$ cat src/verilog/dm_split_pkg.sv
// ========================================
// Types and constants for the DM request splitter
// REQ_MAX_BYTES must be a power of two no larger than PAGE_BYTES
// Write payload is not carried and every request is a single header flit
// ========================================

`default_nettype none

package dm_split_pkg;

    // ========================================
    // Splitting constants
    // ========================================

    // Largest request that leaves the splitter, in bytes
    localparam int unsigned REQ_MAX_BYTES = 256;

    // No request may cross a boundary of this size
    localparam int unsigned PAGE_BYTES = 4096;

    // Bit offsets within one REQ_MAX_BYTES chunk and within one page
    localparam int unsigned REQ_OFS_W = $clog2(REQ_MAX_BYTES);
    localparam int unsigned PAGE_OFS_W = $clog2(PAGE_BYTES);

    // Marker bit within the 64-bit metadata
    // Set on the piece that completes the original request
    localparam int unsigned DM_METADATA_BIT = 63;

    // Header field widths
    localparam int unsigned LEN_W = 24;
    localparam int unsigned ADDR_W = 64;

    // fmt_type codes of 4DW memory read and memory write
    localparam logic [7:0] FMT_MRD = 8'h20;
    localparam logic [7:0] FMT_MWR = 8'h60;

    typedef logic [LEN_W-1:0] t_req_len;
    typedef logic [ADDR_W-1:0] t_req_addr;

    // ========================================
    // Stream types
    // ========================================

    // Request header, valid on the first flit of a packet only
    typedef struct packed {
        logic [7:0]  fmt_type;
        logic [9:0]  tag;
        t_req_len    length;
        t_req_addr   host_addr;
        logic [63:0] metadata;
    } t_req_hdr;

    // Side-band bits that travel with every flit
    typedef struct packed {
        logic dm_mode;
        logic commit_req;
    } t_tx_user;

    // One beat of the TX stream
    // Non-first flits reuse the hdr field as raw payload bits
    typedef struct packed {
        t_req_hdr hdr;
        t_tx_user user;
        logic     last;
    } t_tx_flit;

    // Decode flags that accompany a flit into the splitter
    typedef struct packed {
        logic sop;
        logic is_mrd;
        logic is_mwr;
        logic needs_split;
    } t_flit_class;

endpackage

`default_nettype wire

$ cat src/verilog/axis_skid_stage.sv
// ========================================
// Two-entry skid buffer for the TX flit stream
// Accepts one beat per cycle with o_ready driven from registers only
// o_ready stays low until the first cycle after reset release
// ========================================

`default_nettype none

module axis_skid_stage (
    input  wire                     clk,
    input  wire                     rst_n,

    // Upstream side
    input  wire                     i_valid,
    input  wire dm_split_pkg::t_tx_flit i_flit,
    output logic                    o_ready,

    // Downstream side
    output logic                    o_valid,
    output dm_split_pkg::t_tx_flit  o_flit,
    input  wire                     i_ready
);

    import dm_split_pkg::*;

    // Main register drives the output, skid register catches a stalled beat
    logic     main_valid;
    logic     skid_valid;
    logic     ready_en;
    logic     main_free;
    logic     in_beat;
    t_tx_flit main_flit;
    t_tx_flit skid_flit;

    // Main register can take new data when empty or when it drains this cycle
    assign main_free = !main_valid || i_ready;

    // Ready is a function of registered state only
    assign o_ready = ready_en && !skid_valid;
    assign in_beat = i_valid && o_ready;

    assign o_valid = main_valid;
    assign o_flit  = main_flit;

    always_ff @(posedge clk) begin
        if (!rst_n) begin
            main_valid <= 1'b0;
            skid_valid <= 1'b0;
            ready_en   <= 1'b0;
        end else begin
            ready_en <= 1'b1;
            if (main_free) begin
                // The skid entry always drains first to keep order
                main_valid <= skid_valid || in_beat;
                skid_valid <= 1'b0;
            end else if (in_beat) begin
                // Output stalled, so the in-flight beat lands in the skid entry
                skid_valid <= 1'b1;
            end
        end
    end

    always_ff @(posedge clk) begin
        if (main_free) begin
            main_flit <= skid_valid ? skid_flit : i_flit;
        end
        if (!main_free && !skid_valid) begin
            skid_flit <= i_flit;
        end
    end

endmodule

`default_nettype wire

$ cat src/verilog/dm_hdr_classify.sv
// ========================================
// Packet start tracking and header decode
// Purely combinational from i_flit to o_class, apart from the sop state
// Only first flits in DM mode are ever classed as MRd or MWr
// ========================================

`default_nettype none

module dm_hdr_classify (
    input  wire                         clk,
    input  wire                         rst_n,

    input  wire dm_split_pkg::t_tx_flit i_flit,
    // High when i_flit transfers this cycle
    input  wire                         i_beat,

    output dm_split_pkg::t_flit_class   o_class
);

    import dm_split_pkg::*;

    // One extra bit so that page offset plus length cannot wrap
    typedef logic [LEN_W:0] t_page_end;

    logic      sop;
    logic      dm_req;
    logic      is_mrd;
    logic      is_mwr;
    t_page_end page_end;

    // The next flit starts a packet when the current one was last
    always_ff @(posedge clk) begin
        if (!rst_n) begin
            sop <= 1'b1;
        end else if (i_beat) begin
            sop <= i_flit.last;
        end
    end

    // ========================================
    // Header decode
    // ========================================

    // Header fields mean something only on the first flit of a DM packet
    assign dm_req = sop && i_flit.user.dm_mode;
    assign is_mrd = dm_req && (i_flit.hdr.fmt_type == FMT_MRD);
    assign is_mwr = dm_req && (i_flit.hdr.fmt_type == FMT_MWR);

    // End of the request measured from the start of its page
    assign page_end = t_page_end'(i_flit.hdr.host_addr[PAGE_OFS_W-1:0])
                    + t_page_end'(i_flit.hdr.length);

    always_comb begin
        o_class.sop    = sop;
        o_class.is_mrd = is_mrd;
        o_class.is_mwr = is_mwr;
        // Too long for one piece, or running past the page end
        o_class.needs_split = (is_mrd || is_mwr)
                            && ((i_flit.hdr.length > t_req_len'(REQ_MAX_BYTES))
                                || (page_end > t_page_end'(PAGE_BYTES)));
    end

endmodule

`default_nettype wire

$ cat src/verilog/dm_req_splitter.sv
// ========================================
// Splits DM memory requests into pieces of at most REQ_MAX_BYTES
// Each piece keeps the tag, so unique tags must be applied downstream
// With ALLOW_WRITE_REQS at 0 a DM write raises a sticky error
// ========================================

`default_nettype none

module dm_req_splitter #(
    parameter int ALLOW_WRITE_REQS = 0
) (
    input  wire                          clk,
    input  wire                          rst_n,

    // Flit from the input skid stage with its decode flags
    input  wire                          i_valid,
    input  wire dm_split_pkg::t_tx_flit  i_flit,
    input  wire dm_split_pkg::t_flit_class i_class,
    output logic                         o_ready,

    // Output pieces
    output logic                         o_valid,
    output dm_split_pkg::t_tx_flit       o_flit,
    input  wire                          i_ready,

    output logic                         o_wr_error
);

    import dm_split_pkg::*;

    // ========================================
    // Holding register
    // ========================================

    logic        hold_valid;
    t_tx_flit    hold_flit;
    t_flit_class hold_class;
    // Bytes not yet covered by an emitted piece
    t_req_len    len_rem;
    // Start and length of the previous piece, zero length before the first
    t_req_addr   addr_prev;
    t_req_len    len_prev;
    logic        first_piece;
    logic        wr_error;

    // Piece in progress
    t_req_addr cur_addr;
    t_req_len  piece_max;
    t_req_len  piece_len;
    logic      is_last;
    logic      piece_last;
    t_tx_flit  out_flit;

    logic out_beat;
    logic in_load;

    // ========================================
    // Piece computation
    // ========================================

    always_comb begin
        // Each piece starts where the previous one ended
        cur_addr = addr_prev + t_req_addr'(len_prev);

        // The first piece runs up to the next REQ_MAX_BYTES boundary
        // Every later piece starts aligned and may use the full size
        if (first_piece) begin
            piece_max = t_req_len'(REQ_MAX_BYTES)
                      - t_req_len'(cur_addr[REQ_OFS_W-1:0]);
        end else begin
            piece_max = t_req_len'(REQ_MAX_BYTES);
        end

        is_last   = (len_rem <= piece_max);
        piece_len = is_last ? len_rem : piece_max;

        // A request that needs no split is its own last piece
        piece_last = !hold_class.needs_split || is_last;
    end

    // Header rewrite for the current piece
    always_comb begin
        out_flit = hold_flit;

        if (hold_class.needs_split) begin
            out_flit.hdr.length    = piece_len;
            out_flit.hdr.host_addr = cur_addr;
        end

        // Reads: the marker flags the piece that finishes the request
        // This also covers reads that were not split
        if (hold_class.is_mrd) begin
            out_flit.hdr.metadata[DM_METADATA_BIT] = piece_last;
        end

        // Writes: only split writes are touched
        if (hold_class.is_mwr && hold_class.needs_split) begin
            if (piece_last) begin
                // No commit will come back, so the marker tells that the last piece went out
                if (!hold_flit.user.commit_req) begin
                    out_flit.hdr.metadata[DM_METADATA_BIT] = 1'b1;
                end
            end else begin
                // Only the final piece may ask for a commit
                out_flit.user.commit_req = 1'b0;
                out_flit.hdr.metadata[DM_METADATA_BIT] = 1'b0;
            end
        end
    end

    // ========================================
    // Handshake
    // ========================================

    assign out_beat = hold_valid && i_ready;

    // A new flit loads in the cycle the final piece of the held one leaves
    assign o_ready = !hold_valid || (i_ready && piece_last);
    assign in_load = i_valid && o_ready;

    assign o_valid    = hold_valid;
    assign o_flit     = out_flit;
    assign o_wr_error = wr_error;

    always_ff @(posedge clk) begin
        if (!rst_n) begin
            hold_valid <= 1'b0;
            wr_error   <= 1'b0;
        end else begin
            if (in_load) begin
                // Once the error is up, incoming flits are swallowed
                hold_valid <= !wr_error;
            end else if (out_beat) begin
                hold_valid <= !piece_last;
            end

            // Sticky until reset
            if ((ALLOW_WRITE_REQS == 0) && hold_valid && hold_class.is_mwr) begin
                wr_error <= 1'b1;
            end
        end
    end

    always_ff @(posedge clk) begin
        if (in_load) begin
            hold_flit   <= i_flit;
            hold_class  <= i_class;
            len_rem     <= i_flit.hdr.length;
            addr_prev   <= i_flit.hdr.host_addr;
            len_prev    <= '0;
            first_piece <= 1'b1;
        end else if (out_beat) begin
            // Advance past the piece that just left
            addr_prev   <= cur_addr;
            len_prev    <= piece_len;
            len_rem     <= len_rem - piece_len;
            first_piece <= 1'b0;
        end
    end

endmodule

`default_nettype wire

$ cat src/verilog/dm_tx_split_top.sv
// ========================================
// TX request splitter of a host DMA channel
// Three cycles from input acceptance to the first piece without stalls
// ========================================

`default_nettype none

module dm_tx_split_top #(
    parameter int ALLOW_WRITE_REQS = 0
) (
    input  wire                         clk,
    input  wire                         rst_n,

    // Stream from the DMA engine
    input  wire                         i_tx_valid,
    input  wire dm_split_pkg::t_tx_flit i_tx_flit,
    output logic                        o_tx_ready,

    // Stream toward the PCIe core
    output logic                        o_tx_valid,
    output dm_split_pkg::t_tx_flit      o_tx_flit,
    input  wire                         i_tx_ready,

    // Sticky, set by a DM write when writes are disallowed
    output logic                        o_wr_error
);

    import dm_split_pkg::*;

    // Input skid to splitter
    logic        in_valid;
    t_tx_flit    in_flit;
    logic        in_ready;
    logic        in_beat;
    t_flit_class in_class;

    // Splitter to output skid
    logic     sp_valid;
    t_tx_flit sp_flit;
    logic     sp_ready;

    assign in_beat = in_valid && in_ready;

    axis_skid_stage u_in_skid (
        .clk     (clk),
        .rst_n   (rst_n),
        .i_valid (i_tx_valid),
        .i_flit  (i_tx_flit),
        .o_ready (o_tx_ready),
        .o_valid (in_valid),
        .o_flit  (in_flit),
        .i_ready (in_ready)
    );

    // Decode sits in front of the splitter within the same cycle
    dm_hdr_classify u_classify (
        .clk     (clk),
        .rst_n   (rst_n),
        .i_flit  (in_flit),
        .i_beat  (in_beat),
        .o_class (in_class)
    );

    dm_req_splitter #(
        .ALLOW_WRITE_REQS (ALLOW_WRITE_REQS)
    ) u_splitter (
        .clk        (clk),
        .rst_n      (rst_n),
        .i_valid    (in_valid),
        .i_flit     (in_flit),
        .i_class    (in_class),
        .o_ready    (in_ready),
        .o_valid    (sp_valid),
        .o_flit     (sp_flit),
        .i_ready    (sp_ready),
        .o_wr_error (o_wr_error)
    );

    axis_skid_stage u_out_skid (
        .clk     (clk),
        .rst_n   (rst_n),
        .i_valid (sp_valid),
        .i_flit  (sp_flit),
        .o_ready (sp_ready),
        .o_valid (o_tx_valid),
        .o_flit  (o_tx_flit),
        .i_ready (i_tx_ready)
    );

endmodule

`default_nettype wire

$ cat config.mk
export PLATFORM = sky130hd
export DESIGN_NAME = dm_tx_split_top
export DESIGN_NICKNAME = d
export VERILOG_FILES = /design/src/verilog/dm_split_pkg.sv /design/src/verilog/axis_skid_stage.sv /design/src/verilog/dm_hdr_classify.sv /design/src/verilog/dm_req_splitter.sv /design/src/verilog/dm_tx_split_top.sv
export SDC_FILE = /design/constraint.sdc
export NUM_CORES = 1
export LEC_CHECK = 0
export ABC_AREA = 1
export BUFFER_PORTS_ARGS = -buffer_cell sky130_fd_sc_hd__buf_4
export CAP_MARGIN = 10
export CORE_MARGIN = 2
export CORE_UTILIZATION = 55
export DETAILED_ROUTE_END_ITERATION = 12
export PLACE_DENSITY = 0.74
export SETUP_SLACK_MARGIN = 0.1
export SLEW_MARGIN = 20
export SYNTH_ARGS = -nofsm -noshare
export SYNTH_HDL_FRONTEND = slang
export SYNTH_HIERARCHICAL = 1
export SYNTH_SLANG_ARGS = --single-unit
$ cat constraint.sdc
create_clock -name clk -period 24.4 [get_ports clk]
set_input_delay 3.66 -clock clk [delete_from_list [all_inputs] [get_ports clk]]
set_output_delay 3.66 -clock clk [all_outputs]
set_load 0.05 [all_outputs]
Word level (Yosys, flattened, before mapping)
Cells that the tools add are included.
{ "word_totals": {"in_bits": 177, "register_bits": 989, "out_inout_bits": 176, "latchBits": 0, "romBits": 0, "mem_count": 0, "mem_bits_rw": 0} }
{ "classes": {"add_sub_neg": 4, "multipliers": 0, "n_eq_ne": 2, "n_bitwise": 1, "shift": 0, "n_lt_le_gt_ge": 3, "reduce_logical": 35, "div": 0, "n_mux": 18} }
{ "ops": {"columns": ["cell", "count"], "rows": [
  ["173-bit two-way mux", 2],
  ["64-bit two-way mux", 2],
  ["24-bit two-way mux", 4],
  ["88-bit two-way mux", 1],
  ["64-bit by 24-bit adder with 64-bit output", 1],
  ["12-bit by 24-bit adder with 25-bit output", 1],
  ["25-bit by 13-bit > comparator with 1-bit output (second input constant)", 1],
  ["24-bit by 9-bit > comparator with 1-bit output (second input constant)", 1],
  ["24-bit less-or-equal comparator", 1],
  ["24-bit subtractor", 1],
  ["1-bit logical AND", 14],
  ["1-bit zero test", 10],
  ["9-bit by 8-bit subtractor with 10-bit output (first input constant)", 1],
  ["1-bit two-way mux", 9],
  ["8-bit by 6-bit == test with 1-bit output (second input constant)", 1],
  ["8-bit by 7-bit == test with 1-bit output (second input constant)", 1],
  ["1-bit logical OR", 8],
  ["2-bit OR reduction", 2],
  ["2-bit nonzero test", 1],
  ["1-bit NOT", 1]
]} }

Longest topological paths before layout
{ "depth": {"ltp_word": 10, "mapped_depth": 42} }

Cells and area by module
The synthesis kept the hierarchy.
{ "modules_own_cells": {"columns": ["mod", "seq_area_each_um2", "cells_each", "instances", "area_each_um2"], "rows": [
  ["axis_skid_stage", 10450.0, 917, 2, 13427.9],
  ["dm_req_splitter", 8468.1, 1749, 1, 15626.2],
  ["dm_hdr_classify", 20.0, 168, 1, 910.9],
  ["dm_tx_split_top", 0.0, 2, 1, 7.5]
]} }

Least setup slack after synthesis
No wires, ideal clock.
{ "synth_path": {"kind": "input-to-reg", "from": "in i_tx_ready", "to": "reg u_out_skid/skid_flit[0] in the netlist's numbering, enable pin", "path_stages": 3, "setup_slack_ns": 6.253, "n_path_buf": 0, "arrival_time_ns": 16.447, "required_ns": 22.701, "path_cell_list": "inv_1 > nand2_1 > nor2_1"} }
{ "synth_between": {"elab_chain_len": 3} }
{ "synth_rtl": {"columns": ["element", "line", "rtl"], "rows": [
  ["start, declared", "dm_tx_split_top.sv:22", "input wire i_tx_ready,"],
  ["1-bit logical OR", "axis_skid_stage.sv:36", "assign main_free = !main_valid || i_ready;"],
  ["via u_out_skid.main_free", "axis_skid_stage.sv:30", "logic main_free;"],
  ["1-bit zero test", "axis_skid_stage.sv:67", "if (!main_free && !skid_valid) begin"],
  ["1-bit logical AND", "axis_skid_stage.sv:67", null],
  ["end signal, assigned", "axis_skid_stage.sv:68", "skid_flit <= i_flit;"],
  ["end, declared", "axis_skid_stage.sv:33", "t_tx_flit skid_flit;"]
]} }
The timed path passes the listed nets, and every way through them passes these cells.
A chain may end at the register's enable or synchronous reset.

Worst setup path in the final report
{ "layout_path": {"from": "reg u_splitter.len_prev[0]", "to": "reg u_in_skid/skid_flit[120] in the netlist's numbering, enable pin"} }
{ "layout_between": {"elab_chain_len": 10} }
{ "layout_rtl": {"columns": ["element", "line", "rtl"], "rows": [
  ["start, declared", "dm_req_splitter.sv:42", "t_req_len len_prev;"],
  ["start signal, assigned", "dm_req_splitter.sv:155", "len_prev <= piece_len;"],
  ["64-bit by 24-bit adder with 64-bit output", "dm_req_splitter.sv:63", "cur_addr = addr_prev + t_req_addr'(len_prev);"],
  ["9-bit by 8-bit subtractor with 10-bit output", "dm_req_splitter.sv:69", "- t_req_len'(cur_addr[REQ_OFS_W-1:0]);"],
  ["24-bit two-way mux", "dm_req_splitter.sv:67", "if (first_piece) begin"],
  ["24-bit less-or-equal comparator", "dm_req_splitter.sv:74", "is_last = (len_rem <= piece_max);"],
  ["1-bit logical OR", "dm_req_splitter.sv:78", "piece_last = !hold_class.needs_split || is_last;"],
  ["1-bit logical AND", "dm_req_splitter.sv:118", "assign o_ready = !hold_valid || (i_ready && piece_last);"],
  ["1-bit logical OR", "dm_req_splitter.sv:118", null],
  ["via in_ready", "dm_tx_split_top.sv:33", "logic in_ready;"],
  ["1-bit logical OR", "axis_skid_stage.sv:36", null],
  ["via u_in_skid.main_free", "axis_skid_stage.sv:30", null],
  ["1-bit zero test", "axis_skid_stage.sv:67", null],
  ["1-bit logical AND", "axis_skid_stage.sv:67", null],
  ["end signal, assigned", "axis_skid_stage.sv:68", null],
  ["end, declared", "axis_skid_stage.sv:33", null]
]} }
The timed path passes the listed nets, and every way through them passes these cells.

==> impl_metrics.prom <==
# TYPE chip_impl_metric gauge
chip_impl_info{name="outcome",value="complete, no violations"} 1
chip_impl_metric{name="setup_violations",unit=""} 0
chip_impl_metric{name="leakage",unit="nW"} 19.6
chip_impl_info{name="root_buffer",value="sky130_fd_sc_hd__clkbuf_16"} 1
chip_impl_metric{name="cp_max_fo",unit=""} 65
chip_impl_metric{name="ctsHoldBuffers",unit=""} 0
chip_impl_metric{name="die_area",unit="sq um"} 81200
chip_impl_metric{name="tns",unit="ns"} 0
chip_impl_metric{name="highest_cell_delay_on_the_worst_timing_path",unit="ns"} 0.77
chip_impl_metric{name="area_delta_synth_final",unit="%"} 12.9
chip_impl_metric{name="cts_sinks",unit=""} 990
chip_impl_metric{name="final-instance-count-excl-fill",unit=""} 5153
chip_impl_metric{name="yosysWarnings",unit=""} 6
chip_impl_metric{name="grt_first_pass_wirelength",unit="um"} 139000
chip_impl_metric{name="detailroute.via_count",unit=""} 26100
chip_impl_metric{name="port-buffer-count",unit=""} 352
chip_impl_info{name="unrepaired_setup_endpoints_after_global_routing",value="false"} 1
chip_impl_metric{name="power-per-cell-area",unit="nW/um^2"} 79.1
chip_impl_metric{name="initial_core_util",unit="%"} 55.3
chip_impl_metric{name="max_slew.worst_pin.slew",unit="ns"} 1.20
chip_impl_metric{name="dp.final_hpwl",unit="um"} 60600
chip_impl_metric{name="post_synth.cell_area_avg",unit="sq um"} 11.6
chip_impl_metric{name="minimum_period_implied_by_the_final_worst_setup_slack",unit="ns"} 6.16
chip_impl_metric{name="routed_via_density",unit=""} 5.06
chip_impl_metric{name="synthesis.nets",unit=""} 3987
chip_impl_metric{name="timing.critical_path.buf_inv",unit=""} 6
chip_impl_info{name="critical_path_most_common_cell",value="sky130_fd_sc_hd__nand2_1"} 1
chip_impl_metric{name="clkTransAtPathRegs",unit="ns"} 0.06
chip_impl_metric{name="achievable-frequency",unit="MHz"} 162
chip_impl_metric{name="route.final.wire_length",unit="um"} 89200
chip_impl_metric{name="synthCells",unit=""} 3752
chip_impl_info{name="worst_path_dominant_cell_family",value="buffers and inverters"} 1
chip_impl_metric{name="drt-pass1-iter-count",unit=""} 6
chip_impl_metric{name="drv_slew",unit=""} 0
chip_impl_metric{name="global_route.overflow_total",unit=""} 0
chip_impl_metric{name="crit_arrival",unit="ns"} 6.44
chip_impl_info{name="crit_path_top_delay_cell",value="sky130_fd_sc_hd__buf_4"} 1
chip_impl_metric{name="largest_net_degree_at_the_start_of_global_routing",unit=""} 184
chip_impl_metric{name="maximum_capacitance_violations",unit=""} 0
chip_impl_metric{name="initialDrtViolationCount",unit=""} 2300
chip_impl_metric{name="worst_clock_skew",unit="ns"} 0.0454
chip_impl_metric{name="worst_skew_pair.late_latency",unit="ns"} 0.66
chip_impl_metric{name="number_of_global_route_vias_before_repair",unit=""} 25000
chip_impl_metric{name="placed_instance_count",unit=""} 4969
chip_impl_metric{name="drc",unit=""} 0
chip_impl_metric{name="worst_slew_margin_rel",unit="%"} 20.1
chip_impl_info{name="critical_path_class",value="reg2reg"} 1
chip_impl_metric{name="max-clock-path-buffers",unit=""} 3
chip_impl_metric{name="max-vdd-ir-drop",unit="V"} 0.0000493
chip_impl_metric{name="drive_gt1_share",unit="%"} 18.0
chip_impl_metric{name="initial_antenna_violation_count",unit=""} 2
chip_impl_metric{name="numCtsBuffers",unit=""} 98
chip_impl_metric{name="combined_area_of_all_synthesized_cells",unit="sq um"} 43400
chip_impl_info{name="tritoncts",value="built"} 1
chip_impl_metric{name="floorplan.rows",unit=""} 103
chip_impl_metric{name="number_of_i_o_pins",unit=""} 353
chip_impl_metric{name="nNetsFinal",unit=""} 4254
chip_impl_metric{name="detail-route-antenna-nets",unit=""} 0
chip_impl_metric{name="wire_per_inst",unit="um"} 17.3
chip_impl_metric{name="clock_tree.htree_level_count",unit=""} 3
chip_impl_metric{name="post-cts-setup-buffer-count",unit=""} 0
chip_impl_metric{name="placer_s_final_routability_congestion_estimate",unit=""} 0.923
chip_impl_metric{name="floorplan.die.width",unit="um"} 285
chip_impl_info{name="setup.worst_path.start_class",value="register"} 1
chip_impl_metric{name="cts_resized",unit=""} 0
chip_impl_info{name="min-delay-path-class",value="reg2reg"} 1
chip_impl_metric{name="core_area",unit="sq um"} 78500
chip_impl_info{name="critical_path.endpoint_type",value="register"} 1
chip_impl_metric{name="fin_crit_sh",unit="%"} 25.2
chip_impl_metric{name="hold_viol_final",unit=""} 0
chip_impl_metric{name="die_span_y",unit="um"} 285
chip_impl_metric{name="overall_track_demand_over_capacity_in_global_routing",unit="%"} 21.9
chip_impl_metric{name="worst-endpoint-required",unit="ns"} 24.69
-- path summary, 6_finish.rpt --
kind / cells past startpoint / slack (ns) / start / to
max reg2reg: 28 / 18.24 / u_splitter/len_prev[0]$_SDFFE_PP0P_ / u_in_skid/skid_flit[120]$_DFFE_PP_
max: 28 / 18.24 / u_splitter/len_prev[0]$_SDFFE_PP0P_ / u_in_skid/skid_flit[120]$_DFFE_PP_
min reg2reg: 0 / 0.40 / u_in_skid/o_flit[19]$_DFFE_PP_ / u_splitter/o_flit[19]$_DFFE_PP_
min: 0 / 0.40 / u_in_skid/o_flit[19]$_DFFE_PP_ / u_splitter/o_flit[19]$_DFFE_PP_
-- per-stage QoR --
stage                     hold WS (ns)  power [mW]  setup WS (ns)  utilization [%]  cell area (sq um)
final                            0.403        3.87          18.24             62.4              49000
after global routing             0.421        4.02          17.73             62.4              49000
after CTS                        0.411        3.91          18.21             62.4              49000
after detailed placement         0.405        2.47          18.23             58.5              45900
after global placement           0.401        2.46          18.30             58.5              45900
after floorplan                  0.400        2.33           6.25                -              43400
-- cells in the final DEF (no fill, tap or decap), drive strengths merged, types with 3 or more instances in the layout --
cell / n
nor3: 25
o21a: 3
dfxtp: 34
nand3b: 9
o211ai: 4
a21oi: 53
a21o: 10
buf: 373
a21boi: 3
clkinv: 48
xnor2: 25
clkbuf: 125
nand2: 1038
nand4: 25
or2: 8
fa: 3
bufinv: 5
ha: 55
nand3: 73
xor2: 42
inv: 529
o21ai: 434
a31oi: 13
nor4: 15
o21bai: 5
nor2: 179
edfxtp: 956
-- final cells by class --
| type | instances | area, sq um |
|---|---|---|
| Antenna cell | 2 | 5.00 |
| Clock buffer | 125 | 2600 |
| Clock inverter | 57 | 474 |
| Fill cell | 6092 | 29500 |
| Inverter | 527 | 1990 |
| Multi-Input combinational cell | 2029 | 10400 |
| Sequential cell | 990 | 29400 |
| Tap cell | 1050 | 1310 |
| Timing Repair Buffer | 373 | 2850 |
-- worst register-to-register path: cells and delay by family (launching register included) --
kind,cells,cell delay (ns)
buf+inv,6,2.63
simple gates,18,1.73
flops,1,0.33
xor+xnor,1,0.17
fa+ha+maj,3,0.87
-- flip-flops by register name, indices dropped and copies added (netlist names), 3 cells and up --
register / cells
u_splitter/o_flit: 83
u_out_skid/skid_flit: 173
u_splitter/len_rem: 24
u_out_skid/o_flit: 173
u_splitter/hold_class: 3
u_in_skid/o_flit: 173
u_splitter/addr_prev: 64
u_in_skid/skid_flit: 173
u_splitter/hold_flit: 90
u_splitter/len_prev: 24
-- metal layers --
layer  up-vias  track usage, %  share of wire (%)
met5         -               0                  0
met4         0            6.24                2.0
met3       110            3.09                5.8
met2       702            35.5                 48
met1     12200            31.3                 45
li1      13000               -                  -
-- where the power goes --
part / internal, mW / switching, mW / leakage [nW] / total, mW
sequential: 1.95 / 0.0395 / 9.52 / 1.99
clock: 0.810 / 0.625 / 1.50 / 1.43
combinational: 0.153 / 0.297 / 8.61 / 0.449
Note: power is estimated with default switching activity, not from simulation.
